===== config.mk =====
export PLATFORM = sky130hd
export DESIGN_NAME = tx_frame_pad_flat
export DESIGN_NICKNAME = d
export VERILOG_FILES = /design/src/eth_loop_pkg.sv /design/src/axis_if.sv /design/src/tx_frame_pad.sv /design/src/flat_wrapper.sv
export SDC_FILE = /design/constraint.sdc
export NUM_CORES = 1
export LEC_CHECK = 0
export ABC_AREA = 1
export BUFFER_PORTS_ARGS = -buffer_cell sky130_fd_sc_hd__buf_2
export CELL_PAD_IN_SITES_DETAIL_PLACEMENT = 1
export CELL_PAD_IN_SITES_GLOBAL_PLACEMENT = 1
export CORE_MARGIN = 4
export CORE_UTILIZATION = 38
export CTS_BUF_LIST = sky130_fd_sc_hd__clkbuf_8
export DETAILED_ROUTE_END_ITERATION = 12
export GPL_TIMING_DRIVEN = 0
export PLACE_DENSITY_LB_ADDON = 0.25
export SLEW_MARGIN = 20
export SYNTH_ARGS = -nofsm -noshare
export SYNTH_HDL_FRONTEND = slang
export SYNTH_SLANG_ARGS = --single-unit

===== constraint.sdc =====
create_clock -name clk_125mhz -period 16.77 [get_ports clk_125mhz]
set_input_delay 1.677 -clock clk_125mhz [delete_from_list [all_inputs] [get_ports clk_125mhz]]
set_output_delay 1.677 -clock clk_125mhz [all_outputs]
set_load 0.1 [all_outputs]

===== src/eth_loop_pkg.sv =====
// shared widths, depths, frame sizes and led timing for the ethernet loopback channel
package eth_loop_pkg;

    // stream word format
    localparam int data_w = 64;
    localparam int keep_w = 8;              // one enable per byte

    // ethernet frame limits in 64-bit words
    localparam int min_frame_words = 8;     // 64 bytes
    localparam int max_frame_words = 32;    // 256 bytes, longer frames are marked bad

    // frame fifo storage
    localparam int fifo_depth = 64;
    localparam int fifo_addr_w = 6;

    // status counters shown on the leds
    localparam int cnt_w = 8;

    // led shift register
    localparam int led_count = 8;           // per color
    // system clocks per half period of sreg_clk, small so the testbench sees refreshes fast
    localparam int led_prescale = 3;

endpackage


===== src/axis_if.sv =====
// valid/ready frame stream carrying 64-bit words between the blocks of the channel
interface axis_if import eth_loop_pkg::*; ();

    logic [data_w-1:0] tdata;
    logic [keep_w-1:0] tkeep;
    logic              tlast;
    logic              tuser;   // bad frame, only meaningful with tlast
    logic              tvalid;
    logic              tready;

    // word producer
    modport source (
        output tdata,
        output tkeep,
        output tlast,
        output tuser,
        output tvalid,
        input  tready
    );

    // word consumer
    modport sink (
        input  tdata,
        input  tkeep,
        input  tlast,
        input  tuser,
        input  tvalid,
        output tready
    );

endinterface


===== src/tx_frame_pad.sv =====
// transmit stage that pads short frames to the 64 byte minimum under back-pressure
module tx_frame_pad import eth_loop_pkg::*; (
    input  logic              clk_125mhz,
    input  logic              rst_n,
    axis_if.sink              s,
    output logic [data_w-1:0] tx_tdata,
    output logic [keep_w-1:0] tx_tkeep,
    output logic              tx_tvalid,
    output logic              tx_tlast,
    input  logic              tx_tready
);

    logic [$clog2(min_frame_words)-1:0] word_idx;   // saturates at the last minimum word
    logic padding;       // generating zero words
    logic out_free;
    logic short_last;

    assign out_free = !tx_tvalid || tx_tready;
    assign s.tready = out_free && !padding;          // no input while padding

    // frame ends before reaching the minimum length
    assign short_last = s.tlast && (word_idx != min_frame_words - 1);

    always_ff @(posedge clk_125mhz) begin
        if (!rst_n) begin
            tx_tvalid <= 1'b0;
            padding   <= 1'b0;
            word_idx  <= '0;
        end else if (out_free) begin
            if (padding) begin
                tx_tdata  <= '0;
                tx_tkeep  <= '1;
                tx_tvalid <= 1'b1;
                if (word_idx == min_frame_words - 1) begin
                    tx_tlast <= 1'b1;                // eighth word closes the frame
                    padding  <= 1'b0;
                    word_idx <= '0;
                end else begin
                    tx_tlast <= 1'b0;
                    word_idx <= word_idx + 1'b1;
                end
            end else if (s.tvalid) begin
                tx_tdata  <= s.tdata;
                tx_tvalid <= 1'b1;
                if (short_last) begin
                    tx_tkeep <= '1;                  // whole word counts toward the frame
                    tx_tlast <= 1'b0;
                    padding  <= 1'b1;
                    word_idx <= word_idx + 1'b1;
                end else begin
                    tx_tkeep <= s.tkeep;
                    tx_tlast <= s.tlast;
                    if (s.tlast) begin
                        word_idx <= '0;
                    end else if (word_idx != min_frame_words - 1) begin
                        word_idx <= word_idx + 1'b1;
                    end
                end
            end else begin
                tx_tvalid <= 1'b0;
            end
        end
    end

endmodule


===== src/flat_wrapper.sv =====
// flat-port wrapper written by rule: the top's interface ports become plain ports
module tx_frame_pad_flat import eth_loop_pkg::*;
  (clk_125mhz, rst_n, tx_tdata, tx_tkeep, tx_tvalid, tx_tlast, tx_tready, s_tdata, s_tkeep, s_tlast, s_tuser, s_tvalid, s_tready);
  axis_if s_i ();
  input  logic clk_125mhz;
  input  logic rst_n;
  output logic [data_w-1:0] tx_tdata;
  output logic [keep_w-1:0] tx_tkeep;
  output logic tx_tvalid;
  output logic tx_tlast;
  input  logic tx_tready;
  input wire logic [$bits(s_i.tdata)-1:0] s_tdata;
  input wire logic [$bits(s_i.tkeep)-1:0] s_tkeep;
  input wire logic [$bits(s_i.tlast)-1:0] s_tlast;
  input wire logic [$bits(s_i.tuser)-1:0] s_tuser;
  input wire logic [$bits(s_i.tvalid)-1:0] s_tvalid;
  output wire logic [$bits(s_i.tready)-1:0] s_tready;
  assign s_i.tdata = s_tdata;
  assign s_i.tkeep = s_tkeep;
  assign s_i.tlast = s_tlast;
  assign s_i.tuser = s_tuser;
  assign s_i.tvalid = s_tvalid;
  assign s_tready = s_i.tready;
  tx_frame_pad u_core (.clk_125mhz(clk_125mhz), .rst_n(rst_n), .s(s_i), .tx_tdata(tx_tdata), .tx_tkeep(tx_tkeep), .tx_tvalid(tx_tvalid), .tx_tlast(tx_tlast), .tx_tready(tx_tready));
endmodule

==> impl_metrics.env, run 1 <==
export IMPL_status="complete, no violations"
export IMPL_required_ns=15.09
export IMPL_syn_to_final_growth_pct=36.4
export IMPL_finalPower_mw=0.493
export IMPL_slew_viol_final=0
export IMPL_cts_buffers=9
export IMPL_power_density_nw_per_um2=115
export IMPL_switching_share=0.352
export IMPL_cp_max_fo=3
export IMPL_synth_edf_count=73
export IMPL_min_delay_path_class="flop to flop"
export IMPL_wl_microns=7510
export IMPL_period_needed_ns=4.14
export IMPL_p_seq_frac=0.469
export IMPL_pwr_share_comb=0.256
export IMPL_num_rows=32
export IMPL_hold_viol=0
export IMPL_routabilityCongestion=0.776
export IMPL_pwr_share_clk=0.275
export IMPL_ys_ff_latch=78
export IMPL_finalCritPeriodShare=0.247
export IMPL_clk_path_buf_depth=2
export IMPL_power_switching_mw=0.174
export IMPL_nNetsFinal=523
export IMPL_post_cts_resized=0
export IMPL_antenna_diode_count=0
export IMPL_drive_above_1_share=0.414
export IMPL_hpwlAfterDp_microns=5950
export IMPL_root_buffer="clkbuf_8"
export IMPL_overflow=0
export IMPL_critPathLaunchType="input port"
export IMPL_fmax_mhz=241
export IMPL_io_buffers=151
export IMPL_async_flop_share=0
export IMPL_die_y_microns=98.9
export IMPL_grt_setup_unrepaired="no"
export IMPL_cp_slowest_cell="buf_2"
export IMPL_max_cap_viol_count=0
export IMPL_total_leakage_power_nw=2.18
export IMPL_r2r_end="u_core.tx_tdata[21]$_SDFFCE_PP0P_"
export IMPL_cts_setup_buffers=0
export IMPL_path_clk_slew_ns=0.08
export IMPL_cts_sinks=78
export IMPL_dieArea_sq_um=9790
export IMPL_ys_flop_type="edfxtp_1"
export IMPL_fin_skew_ns=0.00728
export IMPL_ff2ff_setup_slack_ns=14.65
export IMPL_crit_family="buffers and inverters"
export IMPL_ir_drop_mv=0.0530
export IMPL_grt_pass1_vias=2510
export IMPL_worstMarginPinSlew_ns=0.783
export IMPL_coreArea_sq_um=7890
export IMPL_dieWidth_microns=98.9
export IMPL_vias=2353
export IMPL_viasPerCell=4.29
export IMPL_register_area_sq_um=2290
export IMPL_ctsHtreeMaxLevel=3
export IMPL_startpoint="tx_tready"
export IMPL_hold_buffers=0
export IMPL_antenna_found_initial=0
export IMPL_cp_endpoint="s_tready"
export IMPL_yosysSeqAreaShare=0.729
export IMPL_r2r_cells=6
export IMPL_path_cells="buf_2 > nor2_1 > nor2_1 > buf_2"
export IMPL_synth_fp_nets=354
export IMPL_clk_latency_ns=0.34
export IMPL_drt_iter0_drc=72
export IMPL_grt_pass1_wl_microns=12100
export IMPL_synth_area_per_cell_sq_um=11.5
export IMPL_tns_ns=0
export IMPL_r2r_start="u_core.padding$_SDFFE_PN0N_"
export IMPL_cts_tree="built"
export IMPL_yosys_warnings=0
export IMPL_wl_per_cell_microns=13.7
export IMPL_cp_depth=4
export IMPL_crit_type="input port to output pin"
export IMPL_multi_input_area_sq_um=464
export IMPL_start_util=0.398
export IMPL_maxSlewHeadroom=0.475
export IMPL_top_level_ports=153
export IMPL_arrival_ns=2.47
export IMPL_grt_max_degree=14
export IMPL_synth_area_sq_um=3140
export IMPL_yosysUniqueCellTypes=16
export IMPL_grt_total_usage=0.158
export IMPL_n_fill_cell=944
export IMPL_drtAntennaViolNets=0
export IMPL_drtPass1Iterations=4
export IMPL_p_int_mw=0.319
export IMPL_drc=0
export IMPL_slowest_delay_ns=0.31
export IMPL_setup_viol=0
export IMPL_synthCells=273
export IMPL_crit_path_end_kind="output pin"
export IMPL_critPathBufInv=2
## state kept, by name, indices dropped and copies added, names as in the netlist
| register | flops |
|---|---|
| u_core.tx_tkeep | 8 |
| u_core.tx_tvalid | 1 |
| u_core.tx_tlast | 1 |
| u_core.padding | 1 |
| u_core.tx_tdata | 64 |
| u_core.word_idx | 3 |
## layout by cell type, fill, tap and decap left out
cell type | synthesis | layout
a21oi_1 | 4 | 4
buf_2 | 1 | 152
buf_4 | 0 | 3
buf_6 | 7 | 11
bufinv_16 | 0 | 1
clkbuf_8 | 0 | 9
clkinv_1 | 0 | 2
clkinv_2 | 0 | 2
clkinv_4 | 0 | 2
dfxtp_1 | 5 | 5
edfxtp_1 | 73 | 73
ha_1 | 3 | 3
inv_1 | 81 | 81
inv_2 | 1 | 1
nand2_1 | 17 | 17
nand3_1 | 5 | 5
nand3_2 | 1 | 1
nor2_1 | 71 | 71
nor2_2 | 1 | 1
nor2_8 | 1 | 1
nor3_2 | 0 | 1
o21ai_0 | 1 | 1
## synthesized netlist by cell type (3+ instances only)
cell	n	area [sq um]
nand2_1	17	63.8
inv_1	81	304
edfxtp_1	73	2190
a21oi_1	4	20.0
buf_6	7	78.8
nor2_1	71	267
dfxtp_1	5	100
ha_1	3	37.5
nand3_1	5	25.0
## power by group through the flow
| stage | Combinational, mW | Clock (mW) | Sequential (mW) |
|---|---|---|---|
| 2_1_floorplan | 0.0233 | 0 | 0.313 |
| 3_3_place_gp | 0.122 | 0 | 0.238 |
| 3_5_place_dp | 0.127 | 0 | 0.236 |
| 4_1_cts | 0.128 | 0.141 | 0.231 |
| 5_1_grt | 0.133 | 0.150 | 0.233 |
| 6_report | 0.126 | 0.136 | 0.231 |
## worst min-delay path: cells and delay by family, from the launching register on
kind,cells,cell delay (ns)
AO/OA/AOI/OAI,1,0.05
AND/OR/NAND/NOR,1,0.06
flip-flops,1,0.32
## logic make-up (layout without fill, tap and decap cells)
group | count (synthesis) | after routing | synth area share
AND/OR/NAND/NOR | 97 | 97 | 0.126
buffers and inverters | 90 | 264 | 0.125
flip-flops | 78 | 78 | 0.729
AO/OA/AOI/OAI | 5 | 5 | 0.00796
adder cells (fa/ha/maj) | 3 | 3 | 0.0119
## cell type report
cell class,instances,area share
Sequential cell,78,0.535
Buffer,8,0.0196
Clock inverter,7,0.0152
Timing Repair Buffer,158,0.192
Clock buffer,9,0.0289
Tap cell,102,0.0298
Multi-Input combinational cell,105,0.108
Inverter,82,0.0718
## worst min path at each step
stage | cells past startpoint | endpoint | from
final | 2 | u_core.word_idx[1]$_SDFFE_PN0P_ | u_core.word_idx[1]$_SDFFE_PN0P_
after global routing | 2 | u_core.word_idx[1]$_SDFFE_PN0P_ | u_core.word_idx[1]$_SDFFE_PN0P_
after CTS | 2 | u_core.word_idx[1]$_SDFFE_PN0P_ | u_core.word_idx[1]$_SDFFE_PN0P_
after detailed placement | 2 | u_core.word_idx[1]$_SDFFE_PN0P_ | u_core.word_idx[1]$_SDFFE_PN0P_
after global placement | 2 | u_core.word_idx[1]$_SDFFE_PN0P_ | u_core.word_idx[1]$_SDFFE_PN0P_
after floorplan | 2 | u_core.word_idx[1]$_SDFFE_PN0P_ | u_core.word_idx[1]$_SDFFE_PN0P_
## routing by layer
| metal | share of wire | vias up | GRT usage |
|---|---|---|---|
| met5 | 0 | - | 0 |
| met4 | 0.010 | 0 | 0.0504 |
| met3 | 0.075 | 11 | 0.0432 |
| met2 | 0.53 | 89 | 0.290 |
| met1 | 0.38 | 1092 | 0.177 |
| li1 | - | 1161 | - |
## through the flow
| stage | worst slack [ns] | hold slack [ns] | instances | utilization | instance area (sq um) |
|---|---|---|---|---|---|
| detailed placement | 12.63 | 0.465 | 533 | 0.520 | 4100 |
| global route | 12.60 | 0.520 | 549 | 0.544 | 4290 |
| floorplan | 9.45 | 0.444 | 273 | - | 3140 |
| CTS | 12.62 | 0.479 | 549 | 0.544 | 4290 |
| finish | 12.63 | 0.477 | 549 | 0.544 | 4290 |
| global placement | 7.12 | 0.454 | 526 | 0.510 | 4030 |
No activity file was read; power rests on OpenSTA's default activity.
==> run 2: changes to the inputs <==
--- a/config.mk
+++ b/config.mk
@@ -10,7 +10,7 @@
 export CELL_PAD_IN_SITES_DETAIL_PLACEMENT = 1
 export CELL_PAD_IN_SITES_GLOBAL_PLACEMENT = 1
 export CORE_MARGIN = 4
-export CORE_UTILIZATION = 38
+export CORE_UTILIZATION = 32
 export CTS_BUF_LIST = sky130_fd_sc_hd__clkbuf_8
 export DETAILED_ROUTE_END_ITERATION = 12
 export GPL_TIMING_DRIVEN = 0
==> constraint.sdc (replaced) <==
create_clock -name clk_125mhz -period 3.35 [get_ports clk_125mhz]
set_input_delay 0.335 -clock clk_125mhz [delete_from_list [all_inputs] [get_ports clk_125mhz]]
set_output_delay 0.335 -clock clk_125mhz [all_outputs]
set_load 0.1 [all_outputs]
==> run 2 against run 1 <==
Power increased to 4.9 times the previous value. Count of clock-buffer cells in the layout unchanged. Combinational power increased to 5.0 times the previous value. Final cell count increased by 4.6%. Clock skew increased by 0.0051 ns. Largest cell class unchanged. Highest routed layer unchanged.
==> impl_metrics.env, run 2 (same netlist as run 1, synthesis figures left out) <==
export IMPL_status="complete, no violations"
export IMPL_syn_to_final_growth_pct=37.0
export IMPL_maxSlewHeadroom=0.662
export IMPL_dieArea_sq_um=11500
export IMPL_path_clk_slew_ns=0.09
export IMPL_hold_viol=0
export IMPL_wl_microns=7740
export IMPL_dpl_instance_area_sq_um=4140
export IMPL_multi_input_area_sq_um=470
export IMPL_coreArea_sq_um=9420
export IMPL_start_util=0.334
export IMPL_top_register="u_core.tx_tdata"
export IMPL_grt_pass1_vias=2477
export IMPL_crit_path_end_kind="flop"
export IMPL_drt_iter0_drc=70
export IMPL_crit_type="flop to flop"
export IMPL_grt_max_degree=18
export IMPL_total_leakage_power_nw=2.17
export IMPL_layout_common_cells="152 x buf_2, 81 x inv_1, 73 x edfxtp_1, 71 x nor2_1, 17 x nand2_1"
export IMPL_cp_slowest_cell="nor3_4"
export IMPL_drc=0
export IMPL_overflow=0
export IMPL_root_buffer="clkbuf_8"
export IMPL_setup_slack_ns=1.51
export IMPL_cp_max_fo=15
export IMPL_antenna_diode_count=0
export IMPL_fmax_mhz=542
export IMPL_grt_pass1_wl_microns=12100
export IMPL_final_common_cell="buf_2"
export IMPL_post_cts_resized=0
export IMPL_fin_area_sq_um=4310
export IMPL_clk_latency_ns=0.34
export IMPL_cts_buffers=9
export IMPL_setup_viol=0
export IMPL_slew_viol_final=0
export IMPL_drtAntennaViolNets=0
export IMPL_wl_per_cell_microns=13.5
export IMPL_grt_setup_unrepaired="no"
export IMPL_holdWs_ns=0.244
export IMPL_vias=2349
export IMPL_n_fill_cell=1137
export IMPL_grt_total_usage=0.137
export IMPL_fin_skew_ns=0.0124
export IMPL_nNetsFinal=521
export IMPL_cts_setup_buffers=0
export IMPL_top_level_ports=153
export IMPL_worstMarginPinSlew_ns=0.506
export IMPL_finalCritPeriodShare=0.551
export IMPL_period_needed_ns=1.84
export IMPL_dp_slack_ns=1.40
export IMPL_path_cells="buf_6 > nor2_8 > nor3_4 > buf_8 > buf_6 > buf_8"
export IMPL_viasPerCell=4.09
export IMPL_drtPass1Iterations=4
export IMPL_crit_family="buffers and inverters"
export IMPL_min_delay_path_class="input port to flop"
export IMPL_num_rows=35
export IMPL_hpwlAfterDp_microns=5990
export IMPL_routabilityCongestion=0.752
export IMPL_io_buffers=151
export IMPL_largest_reg_flops=64
export IMPL_cts_tree="built"
export IMPL_drive_above_1_share=0.411
export IMPL_die_y_microns=107
export IMPL_top_regs="u_core.tx_tdata: 64 flops, u_core.tx_tkeep: 8 flops, u_core.word_idx: 3 flops"
export IMPL_clk_path_buf_depth=2
export IMPL_critPathLaunchType="flop"
export IMPL_arrival_ns=1.89
export IMPL_dieWidth_microns=107
export IMPL_slowest_delay_ns=0.43
export IMPL_power_density_nw_per_um2=558
export IMPL_hold_buffers=0
export IMPL_critPathBufInv=4
export IMPL_max_cap_viol_count=0
export IMPL_required_ns=3.40
export IMPL_cts_sinks=78
export IMPL_register_area_sq_um=2290
export IMPL_antenna_found_initial=0
export IMPL_ir_drop_mv=0.190
export IMPL_ctsHtreeMaxLevel=3
==> run 2: cell count changes in the layout (fill, tap and decap cells not counted) <==
cell and delta:
buf_8 +4, buf_4 -3, buf_6 -3, bufinv_16 -1, clkinv_2 +1, clkinv_4 -1
inv_6 +1, nor3_2 -1, nor3_4 +1
==> run 2: through the flow <==
| step | TNS, ns | cells | util | power [mW] |
|---|---|---|---|---|
| finish | 0 | 574 | 0.457 | 2.40 |
| global route | 0 | 574 | 0.457 | 2.51 |
| CTS | 0 | 574 | 0.457 | 2.44 |
| detailed placement | 0 | 558 | 0.440 | 1.82 |
| global placement | -13.65 | 553 | 0.432 | 1.80 |
| floorplan | 0 | 273 | - | 1.68 |
==> run 2: worst paths after layout <==
check / from / to / slack, ns / cells past startpoint
hold reg to reg: u_core.word_idx[1]$_SDFFE_PN0P_ / u_core.word_idx[1]$_SDFFE_PN0P_ / 0.48 / 2
hold / removal: s_tkeep[1] / u_core.tx_tkeep[1]$_SDFFCE_PP1P_ / 0.24 / 3
setup reg to reg: u_core.padding$_SDFFE_PN0N_ / u_core.tx_tdata[34]$_SDFFCE_PP0P_ / 1.51 / 6
setup / recovery: u_core.padding$_SDFFE_PN0N_ / u_core.tx_tdata[34]$_SDFFCE_PP0P_ / 1.51 / 6
==> run 2: worst register-to-register path, stage by stage (launching register included) <==
cell	delay (ns)
dfxtp_1	0.33
buf_6	0.14
nor2_8	0.06
nor3_4	0.43
buf_8	0.24
buf_6	0.18
buf_8	0.17
==> run 2: where the power goes <==
part           switching [mW]  internal, mW  total, mW  leakage, nW
sequential             0.0160          1.14       1.16        0.726
combinational           0.515         0.119      0.634         1.35
clock                   0.345         0.264      0.610       0.0882
==> run 2: area by class of cell <==
cell class / instances / area share
clock inverters: 7 / 0.00930
inverters: 82 / 0.0715
flip-flops and latches: 78 / 0.532
well taps: 129 / 0.0375
plain buffers: 8 / 0.0195
multi-input cells: 105 / 0.109
repair buffers: 156 / 0.192
clock buffers: 9 / 0.0288
==> run 2: routing by layer <==
layer  up-vias  GRT usage  share of wire
met5         -          0              0
met4         0     0.0521          0.011
met3         9     0.0361          0.082
met2        95      0.254           0.53
met1      1086      0.149           0.38
li1       1159          -              -
==> run 3: changes to the inputs <==
==> constraint.sdc (replaced) <==
create_clock -name clk_125mhz -period 1.48 [get_ports clk_125mhz]
set_input_delay 0.148 -clock clk_125mhz [delete_from_list [all_inputs] [get_ports clk_125mhz]]
set_output_delay 0.148 -clock clk_125mhz [all_outputs]
set_load 0.1 [all_outputs]
==> run 3 against run 2 <==
Combinational power is 130% higher. Highest routed layer unchanged. Largest cell class unchanged. Global-route usage hardly changed. Final cell count stayed put. Power is 140% higher. Critical endpoint is now s_tready.
==> impl_metrics.env, run 3 (same netlist as run 1, synthesis figures left out) <==
export IMPL_coreArea_sq_um=9420
export IMPL_drc=0
export IMPL_drive_above_1_share=0.429
export IMPL_crit_type="flop to output pin"
export IMPL_crit_path_end_kind="output pin"
export IMPL_wl_per_cell_microns=13.4
export IMPL_hold_viol=0
export IMPL_cts_buffers=9
export IMPL_hpwlAfterDp_microns=5890
export IMPL_ctsHtreeMaxLevel=3
export IMPL_hold_buffers=0
export IMPL_dp_cells=557
export IMPL_path_clk_slew_ns=0.08
export IMPL_r2r_end="u_core.tx_tdata[12]$_SDFFCE_PP0P_"
export IMPL_antenna_diode_count=0
export IMPL_grt_pass1_vias=2414
export IMPL_top_level_ports=153
export IMPL_top_layer="met4"
export IMPL_wl_met1_microns=3030
export IMPL_setup_viol=0
export IMPL_final_cells=574
export IMPL_syn_to_final_growth_pct=41.4
export IMPL_top_register="u_core.tx_tdata"
export IMPL_grt_setup_unrepaired="no"
export IMPL_cts_sinks=78
export IMPL_routabilityCongestion=0.727
export IMPL_drtPass1Iterations=4
export IMPL_fin_area_sq_um=4440
export IMPL_total_leakage_power_nw=2.21
export IMPL_largest_reg_flops=64
export IMPL_hold_path_end="u_core.word_idx[2]$_SDFFE_PN0P_"
export IMPL_dpl_instance_area_sq_um=4150
export IMPL_ir_drop_mv=0.460
export IMPL_top_regs="u_core.tx_tdata: 64 flops, u_core.tx_tkeep: 8 flops, u_core.word_idx: 3 flops"
export IMPL_overflow=0
export IMPL_power_density_nw_per_um2=1310
export IMPL_min_path_cells=3
export IMPL_worstMarginPinSlew_ns=0.511
export IMPL_arrival_ns=1.26
export IMPL_fin_skew_ns=0.0102
export IMPL_n_fill_cell=1110
export IMPL_dieArea_sq_um=11500
export IMPL_maxSlewHeadroom=0.662
export IMPL_start_util=0.334
export IMPL_grt_total_usage=0.138
export IMPL_r2r_cells=5
export IMPL_status="complete, no violations"
export IMPL_cp_max_fo=7
export IMPL_ff2ff_setup_slack_ns=0.07
export IMPL_layout_common_cells="151 x buf_2, 80 x inv_1, 73 x edfxtp_1, 69 x nor2_1, 17 x nand2_1"
export IMPL_grt_pass1_wl_microns=12200
export IMPL_antenna_found_initial=0
export IMPL_dieWidth_microns=107
export IMPL_viasPerCell=4.09
export IMPL_num_rows=35
export IMPL_nNetsFinal=522
export IMPL_tns_ns=0
export IMPL_min_delay_start="rst_n"
export IMPL_clk_path_buf_depth=2
export IMPL_cts_tree="built"
export IMPL_r2r_start="u_core.padding$_SDFFE_PN0N_"
export IMPL_io_buffers=151
export IMPL_die_y_microns=107
export IMPL_fmax_mhz=708
export IMPL_vias=2349
export IMPL_grt_max_degree=30
export IMPL_critPathLaunchType="flop"
export IMPL_max_cap_viol_count=0
export IMPL_clk_latency_ns=0.34
export IMPL_root_buffer="clkbuf_8"
export IMPL_drtAntennaViolNets=0
export IMPL_wl_met3_microns=559
export IMPL_final_common_cell="buf_2"
export IMPL_wl_microns=7670
export IMPL_drt_iter0_drc=67
export IMPL_min_delay_path_class="input port to flop"
export IMPL_finalCritPeriodShare=0.954
export IMPL_slew_viol_final=0
export IMPL_required_ns=1.33
export IMPL_wl_met2_microns=3970
export IMPL_period_needed_ns=1.41
export IMPL_finalPower_mw=5.81
## run 3: where the power goes
group / switching (mW) / leakage, nW / internal, mW / total (mW)
logic: 1.17 / 1.38 / 0.301 / 1.47
registers: 0.0366 / 0.727 / 2.58 / 2.62
clock network: 0.771 / 0.109 / 0.941 / 1.71
total: 1.98 / 2.21 / 3.83 / 5.81
## run 3: critical path, cell delays in order, from the launching register on
cell,delay [ns]
dfxtp_1,0.32
buf_6,0.14
nor2_1,0.15
buf_4,0.31
## run 3: area by class of cell
cell class / count / area [sq um] / area share
Timing Repair Buffer: 157 / 890 / 0.200
Inverter: 82 / 308 / 0.0693
Clock inverter: 6 / 87.6 / 0.0197
Sequential cell: 78 / 2300 / 0.517
Buffer: 8 / 83.8 / 0.0189
Multi-Input combinational cell: 105 / 493 / 0.111
Clock buffer: 9 / 124 / 0.0279
Tap cell: 129 / 161 / 0.0363
## run 3: worst max-delay path by stage
| stage | slack (ns) | from | end |
|---|---|---|---|
| after floorplan | -1.30 | u_core.tx_tvalid$_SDFFE_PN0N_ | u_core.tx_tdata[0]$_SDFFCE_PP0P_ |
| after global placement | -1.93 | u_core.padding$_SDFFE_PN0N_ | u_core.tx_tdata[0]$_SDFFCE_PP0P_ |
| after detailed placement | -0.67 | u_core.padding$_SDFFE_PN0N_ | u_core.tx_tdata[62]$_SDFFCE_PP0P_ |
| after CTS | -0.004 | u_core.padding$_SDFFE_PN0N_ | u_core.tx_tdata[12]$_SDFFCE_PP0P_ |
| after global routing | 0.0006 | u_core.tx_tvalid$_SDFFE_PN0N_ | s_tready |
| final | 0.07 | u_core.padding$_SDFFE_PN0N_ | s_tready |
## run 3: repair_timing
| action | 4_1_cts | 5_1_grt |
|---|---|---|
| setup buffers | 3 | 0 |
| pin swaps | 1 | 2 |
| cloned | 1 | 0 |
| endpoints found under the setup margin | 82 | 52 |
| gates resized for setup | 5 | 3 |
## run 3: metrics by stage
stage	setup slack (ns)	utilization	hold slack, ns
after floorplan	-1.30	-	0.268
after global routing	0.000580	0.472	0.0452
final	0.0675	0.472	0.0594
after CTS	-0.00379	0.471	0.0240
after global placement	-1.93	0.433	0.395
after detailed placement	-0.668	0.441	0.403
## run 3: metal layers
metal / vias up / track usage
met5: - / 0
met4: 0 / 0.0548
met3: 9 / 0.0313
met2: 101 / 0.243
met1: 1078 / 0.162
li1: 1161 / -
